File: config.mk
export PLATFORM = sky130hd
export DESIGN_NAME = ethIngressSwitch
export DESIGN_NICKNAME = d
export VERILOG_FILES = /design/src/source/ethSwitchPkg.sv /design/src/source/crc32Byte.sv /design/src/source/rxFrameParser.sv /design/src/source/macLearner.sv /design/src/source/forwardDecision.sv /design/src/source/switchStats.sv /design/src/source/ethIngressSwitch.sv
export SDC_FILE = /design/constraint.sdc
export NUM_CORES = 1
export LEC_CHECK = 0
export BUFFER_PORTS_ARGS = -buffer_cell sky130_fd_sc_hd__buf_2
export CAP_MARGIN = 20
export CORE_ASPECT_RATIO = 0.5
export CORE_MARGIN = 1
export CORE_UTILIZATION = 50
export CTS_BUF_LIST = sky130_fd_sc_hd__clkbuf_8 sky130_fd_sc_hd__clkbuf_16
export DETAILED_ROUTE_END_ITERATION = 16
export GPL_ROUTABILITY_DRIVEN = 0
export PLACE_DENSITY = 0.76
export SLEW_MARGIN = 20
export SYNTH_ARGS = -nofsm -noshare
export SYNTH_HDL_FRONTEND = slang
export SYNTH_SLANG_ARGS = --single-unit
File: constraint.sdc
create_clock -name RxClk -period 6.1 [get_ports RxClk]
set_input_delay 1.22 -clock RxClk [delete_from_list [all_inputs] [get_ports RxClk]]
set_output_delay 1.22 -clock RxClk [all_outputs]
set_load 0.03 [all_outputs]
File: src/source/ethSwitchPkg.sv
/* Types and constants for the Eth1 receive slice of the four-port switch.
   Widths are fixed by Ethernet and IPv4; the CRC register runs MSB first, not inverted */
package ethSwitchPkg;

  typedef logic [7:0]  byteT;       // One received byte
  typedef logic [47:0] macAddrT;    // Ethernet address, first byte on wire in [47:40]
  typedef logic [3:0]  boardIdT;    // FPGA board number
  typedef logic [15:0] boardMaskT;  // One bit per board
  typedef logic [3:0]  portMaskT;   // One bit per switch port
  typedef logic [31:0] crcT;
  typedef logic [2:0]  regAddrT;
  typedef logic [31:0] regDataT;

  typedef enum logic [1:0] {
    RxIdle,    // Preamble, waiting for SFD
    RxHeader,  // Dest, source, EtherType
    RxData     // Everything after the header, FCS included
  } rxStateT;

  // Switch port numbering
  localparam logic [1:0] IndexEth1 = 2'd0;
  localparam logic [1:0] IndexEth2 = 2'd1;
  localparam logic [1:0] IndexPs   = 2'd2;
  localparam logic [1:0] IndexRt   = 2'd3;

  localparam macAddrT     BroadcastMac       = 48'hffff_ffff_ffff;
  localparam logic [23:0] LcsrCid            = 24'hfa610e;  // OUI of every FPGA board
  localparam logic [23:0] MulticastBit       = 24'h010000;  // Group bit of the first byte
  localparam logic [23:0] UdpMulticastOui    = 24'h01005e;
  localparam logic [15:0] FpgaRtMac          = 16'h1394;
  localparam logic [15:0] FpgaPsMac          = 16'h0300;
  localparam logic [31:0] FpgaUdpMulticastIp = 32'he000_0064;  // 224.0.0.100

  localparam byteT     SfdByte         = 8'hd5;
  localparam int       HeaderBytes     = 14;
  localparam crcT      CrcPoly         = 32'h04c1_1db7;
  localparam crcT      CrcInit         = 32'hffff_ffff;
  localparam crcT      CrcResidue      = 32'hc704_dd7b;  // Left over after a good FCS
  localparam logic [15:0] EtherTypeIpv4 = 16'h0800;
  localparam logic [4:0]  Ipv4HeaderFirst = 5'd0;   // Even offset, word aligned
  localparam logic [4:0]  Ipv4HeaderLast  = 5'd19;  // 20-byte header, no options

  // Register window
  localparam regDataT SwitchIdWord  = 32'h3057_5345;  // "ESW0" byte swapped
  localparam regAddrT RegSwitchId   = 3'd0;
  localparam regAddrT RegPortActive = 3'd1;
  localparam regAddrT RegHostHigh   = 3'd2;
  localparam regAddrT RegHostLow    = 3'd3;
  localparam regAddrT RegFpgaTable  = 3'd4;
  localparam regAddrT RegFrameCount = 3'd5;
  localparam regAddrT RegErrorCount = 3'd6;

endpackage

File: src/source/crc32Byte.sv
`timescale 1ns/10ps
/* One byte of CRC-32 per call, no clock. Bit 0 of the byte goes in first
   as on the wire; seeding and the residue check belong to the caller */
module crc32Byte
  import ethSwitchPkg::*;
(
  input  byteT DataIn,
  input  crcT  CrcIn,
  output crcT  CrcOut
);

  always_comb begin : crcSteps
    crcT  crc;
    byteT dataRev;
    logic feedback;
    crc = CrcIn;
    // Reversed byte, MSB of dataRev is the first bit on the wire
    for (int i = 0; i < 8; i++) begin
      dataRev[i] = DataIn[7 - i];
    end
    for (int i = 7; i >= 0; i--) begin
      feedback = crc[31] ^ dataRev[i];
      crc = {crc[30:0], 1'b0} ^ (feedback ? CrcPoly : '0);  // One LFSR shift
    end
    CrcOut = crc;
  end

endmodule

File: src/source/rxFrameParser.sv
`timescale 1ns/10ps
/* No preamble length check, any byte before SFD is skipped. IPv4 header is
   assumed to be 20 bytes without options. Frames that end in the header are dropped */
module rxFrameParser
  import ethSwitchPkg::*;
(
  input  logic    RxClk,
  input  logic    rst,
  input  logic    RxValid,
  input  logic    DataReady,
  input  byteT    RxD,
  output logic    HeaderDone,
  output macAddrT DestMac,
  output macAddrT SrcMac,
  output logic    FrameDone,
  output logic    CrcError,
  output logic    Ipv4Error
);

  rxStateT      rxState;
  logic [4:0]   byteCnt;      // Header index, then data offset saturating at 31
  logic [103:0] headerShift;  // First 13 header bytes, oldest on top
  logic [111:0] headerFull;   // Whole header once the 14th byte is on RxD
  logic         isIpv4;
  crcT          crcState;
  crcT          crcNext;
  logic [16:0]  cksum;        // Ones' complement sum, bit 16 is a pending carry
  logic [16:0]  cksumLast;
  logic         cksumOk;
  logic         ipv4Bad;
  logic         take;

  assign take       = RxValid & DataReady;  // DataReady low only stalls
  assign headerFull = {headerShift, RxD};
  assign cksumLast  = cksum + {9'd0, RxD};  // Odd byte, low half of a word
  // All ones once the carry is folded back
  assign cksumOk    = (cksumLast == 17'h0ffff) || (cksumLast == 17'h1fffe);

  crc32Byte crc32Byte_i (
    .DataIn (RxD),
    .CrcIn  (crcState),
    .CrcOut (crcNext)
  );

  always_ff @(posedge RxClk) begin
    if (take && rxState == RxIdle && RxD == SfdByte) begin
      crcState <= CrcInit;  // SFD itself is not covered
    end else if (take && rxState != RxIdle) begin
      crcState <= crcNext;
    end
    if (take && rxState == RxHeader) begin
      headerShift <= {headerShift[95:0], RxD};
      if (byteCnt == 5'(HeaderBytes - 1)) begin
        DestMac <= headerFull[111:64];
        SrcMac  <= headerFull[63:16];
        isIpv4  <= (headerFull[15:0] == EtherTypeIpv4);
      end
    end
    if (take && rxState == RxData) begin
      if (byteCnt == Ipv4HeaderFirst) begin
        cksum <= {1'b0, RxD, 8'd0};
      end else if (!byteCnt[0]) begin
        cksum <= {1'b0, cksum[15:0]} + {RxD, 7'd0, cksum[16]};  // High byte plus old carry
      end else begin
        cksum <= cksumLast;
      end
    end
  end

  always_ff @(posedge RxClk) begin
    if (rst) begin
      rxState    <= RxIdle;
      byteCnt    <= '0;
      HeaderDone <= 1'b0;
      FrameDone  <= 1'b0;
      CrcError   <= 1'b0;
      Ipv4Error  <= 1'b0;
      ipv4Bad    <= 1'b0;
    end else begin
      HeaderDone <= 1'b0;  // Both strobes last one cycle
      FrameDone  <= 1'b0;
      case (rxState)
        RxIdle: begin
          if (take && RxD == SfdByte) begin
            rxState <= RxHeader;
            byteCnt <= '0;
            ipv4Bad <= 1'b0;
          end
        end
        RxHeader: begin
          if (take) begin
            byteCnt <= byteCnt + 5'd1;
            if (byteCnt == 5'(HeaderBytes - 1)) begin
              byteCnt    <= '0;
              HeaderDone <= 1'b1;
              rxState    <= RxData;
            end
          end else if (!RxValid) begin
            rxState <= RxIdle;  // Runt, no pulses
          end
        end
        RxData: begin
          if (take) begin
            if (byteCnt != 5'd31) begin
              byteCnt <= byteCnt + 5'd1;
            end
            if (byteCnt == Ipv4HeaderLast) begin
              ipv4Bad <= isIpv4 & ~cksumOk;  // Non-IPv4 frames never flag
            end
          end else if (!RxValid) begin
            FrameDone <= 1'b1;
            CrcError  <= (crcState != CrcResidue);
            Ipv4Error <= ipv4Bad;
            rxState   <= RxIdle;
          end
        end
        default: rxState <= RxIdle;
      endcase
    end
  end

  // End of one frame and header of the next need at least an SFD between them
  headerFrameApart: assert property (@(posedge RxClk) disable iff (rst)
    !(HeaderDone && FrameDone));

endmodule

File: src/source/macLearner.sv
`timescale 1ns/10ps
/* Learns only from Eth1 sources. One host MAC is kept, the last non-LCSR source seen.
   Board bits are never aged, only a link drop on Eth1 clears them */
module macLearner
  import ethSwitchPkg::*;
(
  input  logic      RxClk,
  input  logic      rst,
  input  logic      Eth1Active,
  input  logic      HeaderDone,
  input  macAddrT   SrcMac,
  output macAddrT   HostMac,
  output boardMaskT FpgaTable
);

  boardIdT srcBoard;

  assign srcBoard = SrcMac[3:0];  // Board number sits in the low nibble

  always_ff @(posedge RxClk) begin
    if (rst || !Eth1Active) begin
      HostMac   <= BroadcastMac;  // Unknown host
      FpgaTable <= '0;
    end else if (HeaderDone) begin
      // RT or PS source alike marks the board as reachable through Eth1
      if (SrcMac[47:24] == LcsrCid) begin
        FpgaTable[srcBoard] <= 1'b1;
      end else begin
        HostMac <= SrcMac;
      end
    end
  end

endmodule

File: src/source/forwardDecision.sv
`timescale 1ns/10ps
/* Decides outputs for a frame arriving on Eth1. Eth2 never learns here, so its
   primary MAC is broadcast and every board not seen on Eth1 is assumed behind Eth2 */
module forwardDecision
  import ethSwitchPkg::*;
(
  input  logic      RxClk,
  input  logic      rst,
  input  logic      HeaderDone,
  input  macAddrT   DestMac,
  input  boardIdT   BoardId,
  input  boardMaskT FpgaTable,
  input  portMaskT  PortActive,
  output logic      ForwardValid,
  output portMaskT  ForwardMask
);

  macAddrT   primaryPs;
  macAddrT   primaryRt;
  boardMaskT ownBoard;
  boardMaskT eth2Action;   // Boards to reach through Eth2
  logic      isBroadcast;
  logic      isMulticastUdp;
  logic      isMulticastFpga;
  logic      isLcsr;
  logic      isMulticastLcsr;
  logic      matchEth2;
  logic      matchPs;
  logic      matchRt;
  logic      isFpgaMatch;
  logic      isNoMatch;
  portMaskT  maskNext;

  // Unicast needs the board byte, any multicast ignores it
  function automatic logic primaryMatch(macAddrT dest, macAddrT primary);
    return (dest[47:41] == primary[47:41]) && (dest[39:8] == primary[39:8]) &&
           ((dest[7:0] == primary[7:0]) || dest[40]);
  endfunction

  assign primaryPs = {LcsrCid, FpgaPsMac, 4'd0, BoardId};
  assign primaryRt = {LcsrCid, FpgaRtMac, 4'd0, BoardId};
  assign ownBoard   = boardMaskT'(1) << BoardId;
  assign eth2Action = ~(FpgaTable | ownBoard);

  assign isBroadcast     = (DestMac == BroadcastMac);
  assign isMulticastUdp  = (DestMac[47:24] == UdpMulticastOui);
  // Raw FPGA multicast or UDP multicast to the FPGA group IP
  assign isMulticastFpga = ((DestMac[47:24] == (LcsrCid | MulticastBit)) &&
                            (DestMac[7:0] == 8'hff)) ||
                           (isMulticastUdp && (DestMac[23:0] == FpgaUdpMulticastIp[23:0]));
  assign isLcsr          = ((DestMac[47:24] & ~MulticastBit) == LcsrCid);
  assign isMulticastLcsr = isLcsr & DestMac[40];

  assign matchEth2   = primaryMatch(DestMac, BroadcastMac);
  assign matchPs     = primaryMatch(DestMac, primaryPs);
  assign matchRt     = primaryMatch(DestMac, primaryRt);
  assign isFpgaMatch = (isLcsr & eth2Action[DestMac[3:0]]) | isMulticastLcsr | isMulticastFpga;
  assign isNoMatch   = ~(matchEth2 | matchPs | matchRt) & ~isFpgaMatch;  // Flood

  assign maskNext[IndexEth1] = 1'b0;  // Never back out the ingress port
  assign maskNext[IndexEth2] = PortActive[IndexEth2] &
                               (isBroadcast | isMulticastUdp | matchEth2 | isFpgaMatch | isNoMatch);
  assign maskNext[IndexPs]   = PortActive[IndexPs] &
                               (isBroadcast | (isMulticastUdp & ~isMulticastFpga) | matchPs);
  assign maskNext[IndexRt]   = PortActive[IndexRt] & (isBroadcast | isMulticastFpga | matchRt);

  // Same edge as the learner update, so the table seen here is the old one
  always_ff @(posedge RxClk) begin
    if (rst) begin
      ForwardValid <= 1'b0;
    end else begin
      ForwardValid <= HeaderDone;
    end
    if (HeaderDone) begin
      ForwardMask <= maskNext;
    end
  end

endmodule

File: src/source/switchStats.sv
`timescale 1ns/10ps
/* Counters wrap silently. ClearErrors clears only the two error counts.
   RegData follows RegAddr with no clock, unused addresses read zero */
module switchStats
  import ethSwitchPkg::*;
(
  input  logic      RxClk,
  input  logic      rst,
  input  logic      FrameDone,
  input  logic      CrcError,
  input  logic      Ipv4Error,
  input  logic      ClearErrors,
  input  portMaskT  PortActive,
  input  macAddrT   HostMac,
  input  boardMaskT FpgaTable,
  input  regAddrT   RegAddr,
  output regDataT   RegData
);

  logic [15:0] frameCount;  // Every frame that reached FrameDone
  logic [7:0]  crcCount;
  logic [7:0]  ipv4Count;

  always_ff @(posedge RxClk) begin
    if (rst) begin
      frameCount <= '0;
      crcCount   <= '0;
      ipv4Count  <= '0;
    end else begin
      if (FrameDone) begin
        frameCount <= frameCount + 16'd1;
      end
      if (ClearErrors) begin
        crcCount  <= '0;  // Wins over a count in the same cycle
        ipv4Count <= '0;
      end else if (FrameDone) begin
        crcCount  <= crcCount + {7'd0, CrcError};
        ipv4Count <= ipv4Count + {7'd0, Ipv4Error};
      end
    end
  end

  always_comb begin
    case (RegAddr)
      RegSwitchId:   RegData = SwitchIdWord;
      RegPortActive: RegData = {28'd0, PortActive};
      RegHostHigh:   RegData = HostMac[47:16];
      RegHostLow:    RegData = {16'd0, HostMac[15:0]};
      RegFpgaTable:  RegData = {16'd0, FpgaTable};
      RegFrameCount: RegData = {16'd0, frameCount};
      RegErrorCount: RegData = {16'd0, ipv4Count, crcCount};
      default:       RegData = '0;
    endcase
  end

endmodule

File: src/source/ethIngressSwitch.sv
`timescale 1ns/10ps
/* Receive side of Eth1 only, all on RxClk. The forward decision is a one-cycle
   mask pulse two cycles after the last header byte; no data path is included */
module ethIngressSwitch
  import ethSwitchPkg::*;
(
  input  logic     RxClk,
  input  logic     rst,
  input  logic     RxValid,
  input  logic     DataReady,
  input  byteT     RxD,
  input  portMaskT PortActive,
  input  boardIdT  BoardId,
  input  logic     ClearErrors,
  input  regAddrT  RegAddr,
  output logic     ForwardValid,
  output portMaskT ForwardMask,
  output logic     FrameDone,
  output logic     CrcError,
  output logic     Ipv4Error,
  output regDataT  RegData
);

  logic      headerDone;
  macAddrT   destMac;
  macAddrT   srcMac;
  macAddrT   hostMac;    // Learned Eth1 host
  boardMaskT fpgaTable;  // Boards seen on Eth1

  rxFrameParser rxFrameParser_i (
    .RxClk      (RxClk),
    .rst        (rst),
    .RxValid    (RxValid),
    .DataReady  (DataReady),
    .RxD        (RxD),
    .HeaderDone (headerDone),
    .DestMac    (destMac),
    .SrcMac     (srcMac),
    .FrameDone  (FrameDone),
    .CrcError   (CrcError),
    .Ipv4Error  (Ipv4Error)
  );

  macLearner macLearner_i (
    .RxClk      (RxClk),
    .rst        (rst),
    .Eth1Active (PortActive[IndexEth1]),
    .HeaderDone (headerDone),
    .SrcMac     (srcMac),
    .HostMac    (hostMac),
    .FpgaTable  (fpgaTable)
  );

  forwardDecision forwardDecision_i (
    .RxClk        (RxClk),
    .rst          (rst),
    .HeaderDone   (headerDone),
    .DestMac      (destMac),
    .BoardId      (BoardId),
    .FpgaTable    (fpgaTable),
    .PortActive   (PortActive),
    .ForwardValid (ForwardValid),
    .ForwardMask  (ForwardMask)
  );

  switchStats switchStats_i (
    .RxClk       (RxClk),
    .rst         (rst),
    .FrameDone   (FrameDone),
    .CrcError    (CrcError),
    .Ipv4Error   (Ipv4Error),
    .ClearErrors (ClearErrors),
    .PortActive  (PortActive),
    .HostMac     (hostMac),
    .FpgaTable   (fpgaTable),
    .RegAddr     (RegAddr),
    .RegData     (RegData)
  );

endmodule

### Word-level counts from Yosys, hierarchy flattened

Index checks and enable logic that the tools add are counted.

* output and inout bits: 40
* register bits after elaboration: 362
* input bits: 24
* ROM bits: 0
* memories kept: 0
* bits in writable memories: 0
* bits in latches: 0

* reductions and logical operators: 37
* $lt $le $gt $ge: 3
* divide/modulo/power cells: 0
* mux-type cells: 33
* $mul: 0
* bitwise operators: 49
* eq/ne operators: 36
* $add $sub $neg: 6
* shift operators: 1

Operator list (number)
* $xor A32 B27 Y32: 8
* $pmux W32 S7: 1
* $mux W27: 8
* $eq A32 B31 Y1 const B: 2
* $eq A24 B24 Y1 const B: 2
* $eq A48 B48 Y1 const B: 1
* $eq A32 B32 Y1 const B: 1
* $ne A32 B32 Y1 const B: 1
* $or A16 B16 Y16: 2
* $mux W5: 5
* $eq A24 B17 Y1 const B: 1
* $eq A24 B7 Y1 const B: 1
* $eq A23 B23 Y1 const B: 1
* $add A16 B16 Y17: 1
* $add A17 B8 Y17: 1
* $eq A17 B16 Y1 const B: 1
* $eq A17 B17 Y1 const B: 1
* $mux W17: 1
* $add A16 B1 Y16 const B: 1
* $add A8 B1 Y8: 2
* $eq A16 B12 Y1 const B: 1
* $eq A8 B8 Y1 const B: 2
* $mux W16: 1
* $not A16 Y16: 1
* 42 further kinds: 118

### Longest topological paths before layout

* depth after elaboration: 24
* mapped depth: 9

### By module

A second synthesis with hierarchy kept.

* cells, all modules: 1351
* area total of the unflattened synthesis: 16205.5 sq um

By module, submodules not included
* rxFrameParser: area each 9739.3 sq um, cells an instance 647, seq. area each 7427.1 sq um, times used 1
* macLearner: area each 2633.8 sq um, cells an instance 277, seq. area each 1281.2 sq um, times used 1
* switchStats: area each 2367.3 sq um, cells an instance 291, seq. area each 640.6 sq um, times used 1
* crc32Byte: area each 953.4 sq um, cells an instance 67, seq. area each 0.0 sq um, times used 1
* forwardDecision: area each 511.7 sq um, cells an instance 69, seq. area each 110.1 sq um, times used 1

### Worst setup path before layout

No wires, ideal clock.

* path type: input port to flip-flop
* from: input port DataReady
* to: register rxFrameParser_i.DestMac[0] (enable)
* library setup time: 0.554 ns
* arrival time: 5.397 ns
* buffers on the path: 0
* path slack: 0.149 ns
* cell stages on the path: 2
* data required time: 5.546 ns
* cells stage by stage: nand3_1 > nor2_1

* word-level cells in the longest chain between the ends: 3

RTL lines
* start, declared: line ethIngressSwitch.sv:10 `input logic DataReady,`
* $and A1 B1 Y1: line rxFrameParser.sv:33 `assign take = RxValid & DataReady;`
* $logic_and A1 B1 Y1: line rxFrameParser.sv:51 `if (take && rxState == RxHeader) begin`
* $reduce_and A2 Y1 (no line)
* end signal, assigned: line rxFrameParser.sv:54 `DestMac <= headerFull[111:64];`
* end, declared: line rxFrameParser.sv:13 `output macAddrT DestMac,`

Every way passes these cells.
A chain may end at the register's enable or synchronous reset.

### Worst setup path after layout

* from: input port RegAddr[1]
* to: output port RegData[0]

* word-level cells in the longest chain between the ends: 2
* elaborated cells between the ends (all ways): 8
* those cells by class: eq/ne: 6; mux: 1; reduce/logical: 1

RTL lines
* start, declared: line ethIngressSwitch.sv:15 `input regAddrT RegAddr,`
* $eq A3 B3 Y1, or another cell as far along: line switchStats.sv:44 `case (RegAddr)`
* $pmux W32 S7 (*): line switchStats.sv:44
* end, declared: line ethIngressSwitch.sv:21 `output regDataT RegData`

Every way passes the cells marked *; elsewhere a longest branch is shown, timed or not.

==> results by group <==
Outcome
  – Status: completed

Finish
  – Core Util, Final: 57.5%
  – Fill count: 2331
  – Synthesis-to-finish area growth: 11.3%
  – Final Instance Area: 0.0170 mm^2
  – Layout cells sized above 1: 10.6%
  – Final nets: 1411

Clock tree
  – Cells resized by post-CTS repair: 0
  – Clk buf depth: 3
  – Worst-path clk slew: 0.06 ns
  – Num CTS Buffers: 31
  – Clock sink total: 362
  – Clk_lat worst skew: 0.59 ns
  – Post-CTS Setup Inserts: 0
  – H-tree levels: 1
  – Root buffer cell: clkbuf_16
  – Post-CTS Hold Buffers: 0
  – CTS tree: yes

Critical path
  – CP Data Required Time: 4.88 ns
  – Worst-path fanout max: 31
  – Worst Setup Start Kind: input pin
  – Setup crit end kind: output pin
  – WP data arrival: 3.49 ns
  – Critical path class: input pin to output pin

Route
  – Final WL: 34100 um
  – Routed Antenna Nets: 0
  – Via count: 10.4k
  – WL per Instance: 19.2 um
  – First-pass DRT Iterations: 5
  – 1st-iter DRT viols: 1109
  – Post-route DRC: 0
  – Vias/cell: 5.89

Timing
  – Max Clk Rate: 213 MHz
  – Worst hold slack: 0.419 ns
  – Worst-Margin Slew: 0.950 ns
  – RSZ-0062 raised after global routing: false
  – Fin crit share: 77.1%
  – Max Slew Vio Count: 0
  – Setup tns final: 0 ns
  – Final setup viols: 0
  – Normalized max-slew margin: 36.5%
  – Clk_skew: 0.0121 ns
  – Final Hold Fails: 0
  – Fin crit period: 4.71 ns

Global routing
  – Largest net degree at the start of global routing: 62
  – Initial antenna violation count: 2
  – Aggregate global routing overflow: 0
  – Number of global-route vias before repair: 10.2k
  – First-pass GRT wire length: 54400 um
  – Total track usage: 22.0%

Synthesis
  – Asr flop ratio synth: 0%
  – Register area share after synthesis: 62.0%
  – Ys Warns: 0
  – Number of flops mapped to enable cells by yosys: 221
  – Top FF cell, synth: edfxtp_1
  – Count leader, synth: edfxtp_1
  – Post-Syn Nets: 1362
  – Post-synth top cells: edfxtp_1, dfxtp_1, nand2_1
  – Post-synth top area cell: edfxtp_1
  – #FFs+latches synth: 362
  – Syn Area/Cell: 11.7 um^2
  – Synth top area cells: edfxtp_1, dfxtp_1, xnor2_1
  – Area fraction of the dominant cell type after synthesis: 43.5%
  – Netlist cell types: 69
  – Post-Syn Area: 0.0153 mm^2
  – Synth Instances: 1306

Job
  – Max Cap Viol: 0

Die
  – Core ar.: 0.0295 mm^2
  – # rows: 44
  – Initial Util: 51.7%
  – Die height: 126 um
  – Die W: 249 um
  – Die area: 0.0312 mm^2
  – Io pins: 64

Place
  – I/O Buffers: 62
  – Dpl cell area: 0.0159 mm^2
  – Hpwl dp: 23600 um

Power
  – Leakage: 6.11 nW
  – Power per cell area: 335 mW/mm^2
  – Worst vdd ir: 0.195 mV

Hold path
  – Hold crit path type: flop to flop
[sequential cells by signal, indices dropped and copies added (netlist names)]
register / count
forwardDecision_i.ForwardMask: 3
forwardDecision_i.ForwardValid: 1
macLearner_i.FpgaTable: 16
macLearner_i.HostMac: 48
rxFrameParser_i.CrcError: 1
rxFrameParser_i.DestMac: 48
rxFrameParser_i.FrameDone: 1
rxFrameParser_i.HeaderDone: 1
rxFrameParser_i.Ipv4Error: 1
rxFrameParser_i.SrcMac: 48
rxFrameParser_i.byteCnt: 5
rxFrameParser_i.cksum: 17
rxFrameParser_i.crcState: 32
rxFrameParser_i.headerShift: 104
rxFrameParser_i.ipv4Bad: 1
rxFrameParser_i.isIpv4: 1
rxFrameParser_i.rxState: 2
switchStats_i.crcCount: 8
switchStats_i.frameCount: 16
switchStats_i.ipv4Count: 8
[critical path, stage by stage]
cell	delay, ns
buf_2	0.43
clkinv_1	0.39
nor2_1	0.75
nand2_1	0.11
nor2_1	0.11
a311oi_1	0.06
o21ai_0	0.15
buf_2	0.25
[stage by stage]
stage / instances / power (mW) / setup WS (ns)
2_1_floorplan: 1306 / 3.55 / 0.149
3_3_place_gp: 1712 / 3.72 / 1.61
3_5_place_dp: 1712 / 3.75 / 1.45
4_1_cts: 1769 / 5.71 / 1.44
5_1_grt: 1771 / 5.91 / 1.16
6_report: 1771 / 5.69 / 1.39
[area by class of cell]
cell class	instances	area (um^2)	area share, %
sequential	362	9460	55.7
multi-input combinational	865	5520	32.5
clock buffer	31	776	4.57
tap	391	489	2.88
timing repair buffer	71	398	2.34
clock inverter	26	231	1.36
inverter	24	92.6	0.546
antenna	1	2.50	0.0147
[path summary, 6_finish.rpt]
kind | start | depth (start not counted) | end | slack [ns]
setup reg to reg | rxFrameParser_i.SrcMac[29] | 7 | macLearner_i.HostMac[0] | 3.16
hold / removal | rxFrameParser_i.headerShift[101] | 0 | rxFrameParser_i.DestMac[45] | 0.42
setup / recovery | RegAddr[1] | 8 | RegData[0] | 1.39
hold reg to reg | rxFrameParser_i.headerShift[101] | 0 | rxFrameParser_i.DestMac[45] | 0.42
[cell families (layout without fill, tap and decap cells)]
| family | count (synthesis) | count (layout) | share of synthesized area [%] |
|---|---|---|---|
| mux | 23 | 23 | 1.53 |
| simple gates | 472 | 472 | 15.5 |
| other cells | 1 | 2 | 0.0246 |
| fa+ha+maj | 32 | 32 | 2.67 |
| flops | 362 | 362 | 62.0 |
| compound gates | 211 | 211 | 8.84 |
| xor+xnor | 126 | 126 | 7.43 |
| buf+inv | 79 | 152 | 2.03 |
[power breakdown]
part | internal (mW) | total (mW) | switching [mW]
Sequential | 2.65 | 2.74 | 0.0829
Clock | 1.06 | 1.98 | 0.915
Combinational | 0.437 | 0.976 | 0.538
Total | 4.15 | 5.69 | 1.54
[layout by cell type (no fill, tap or decap), types with 7 or more instances in the layout]
cell type	synthesis	final
buf_4	1	8
a31oi_1	13	12
nor3_1	31	31
nor2b_1	11	11
nand4b_1	7	7
buf_2	8	62
clkinv_2	0	7
nand3_1	54	54
and4_1	7	7
mux2i_1	21	21
o211ai_1	27	27
xnor2_1	70	70
ha_1	31	31
a21oi_1	83	83
o21ai_0	25	25
a211oi_1	12	12
dfxtp_1	141	141
edfxtp_1	221	221
nor4_1	19	19
a221o_1	7	7
clkbuf_16	0	31
xor2_1	52	52
a22o_1	11	11
and3_1	18	18
nand4_1	29	29
or3_1	8	8
nor2_1	109	106
inv_1	22	24
nand2_1	136	136
[metal layers]
metal / wire length (um) / vias to the layer above / track usage [%]
met4: 1320 / 0 / 8.00
met1: 14100 / 5046 / 29.1
met2: 16000 / 408 / 36.2
met3: 2600 / 94 / 4.14
li1: - / 4888 / -
met5: 0 / - / 0
No activity file was read; power rests on OpenSTA's default activity.
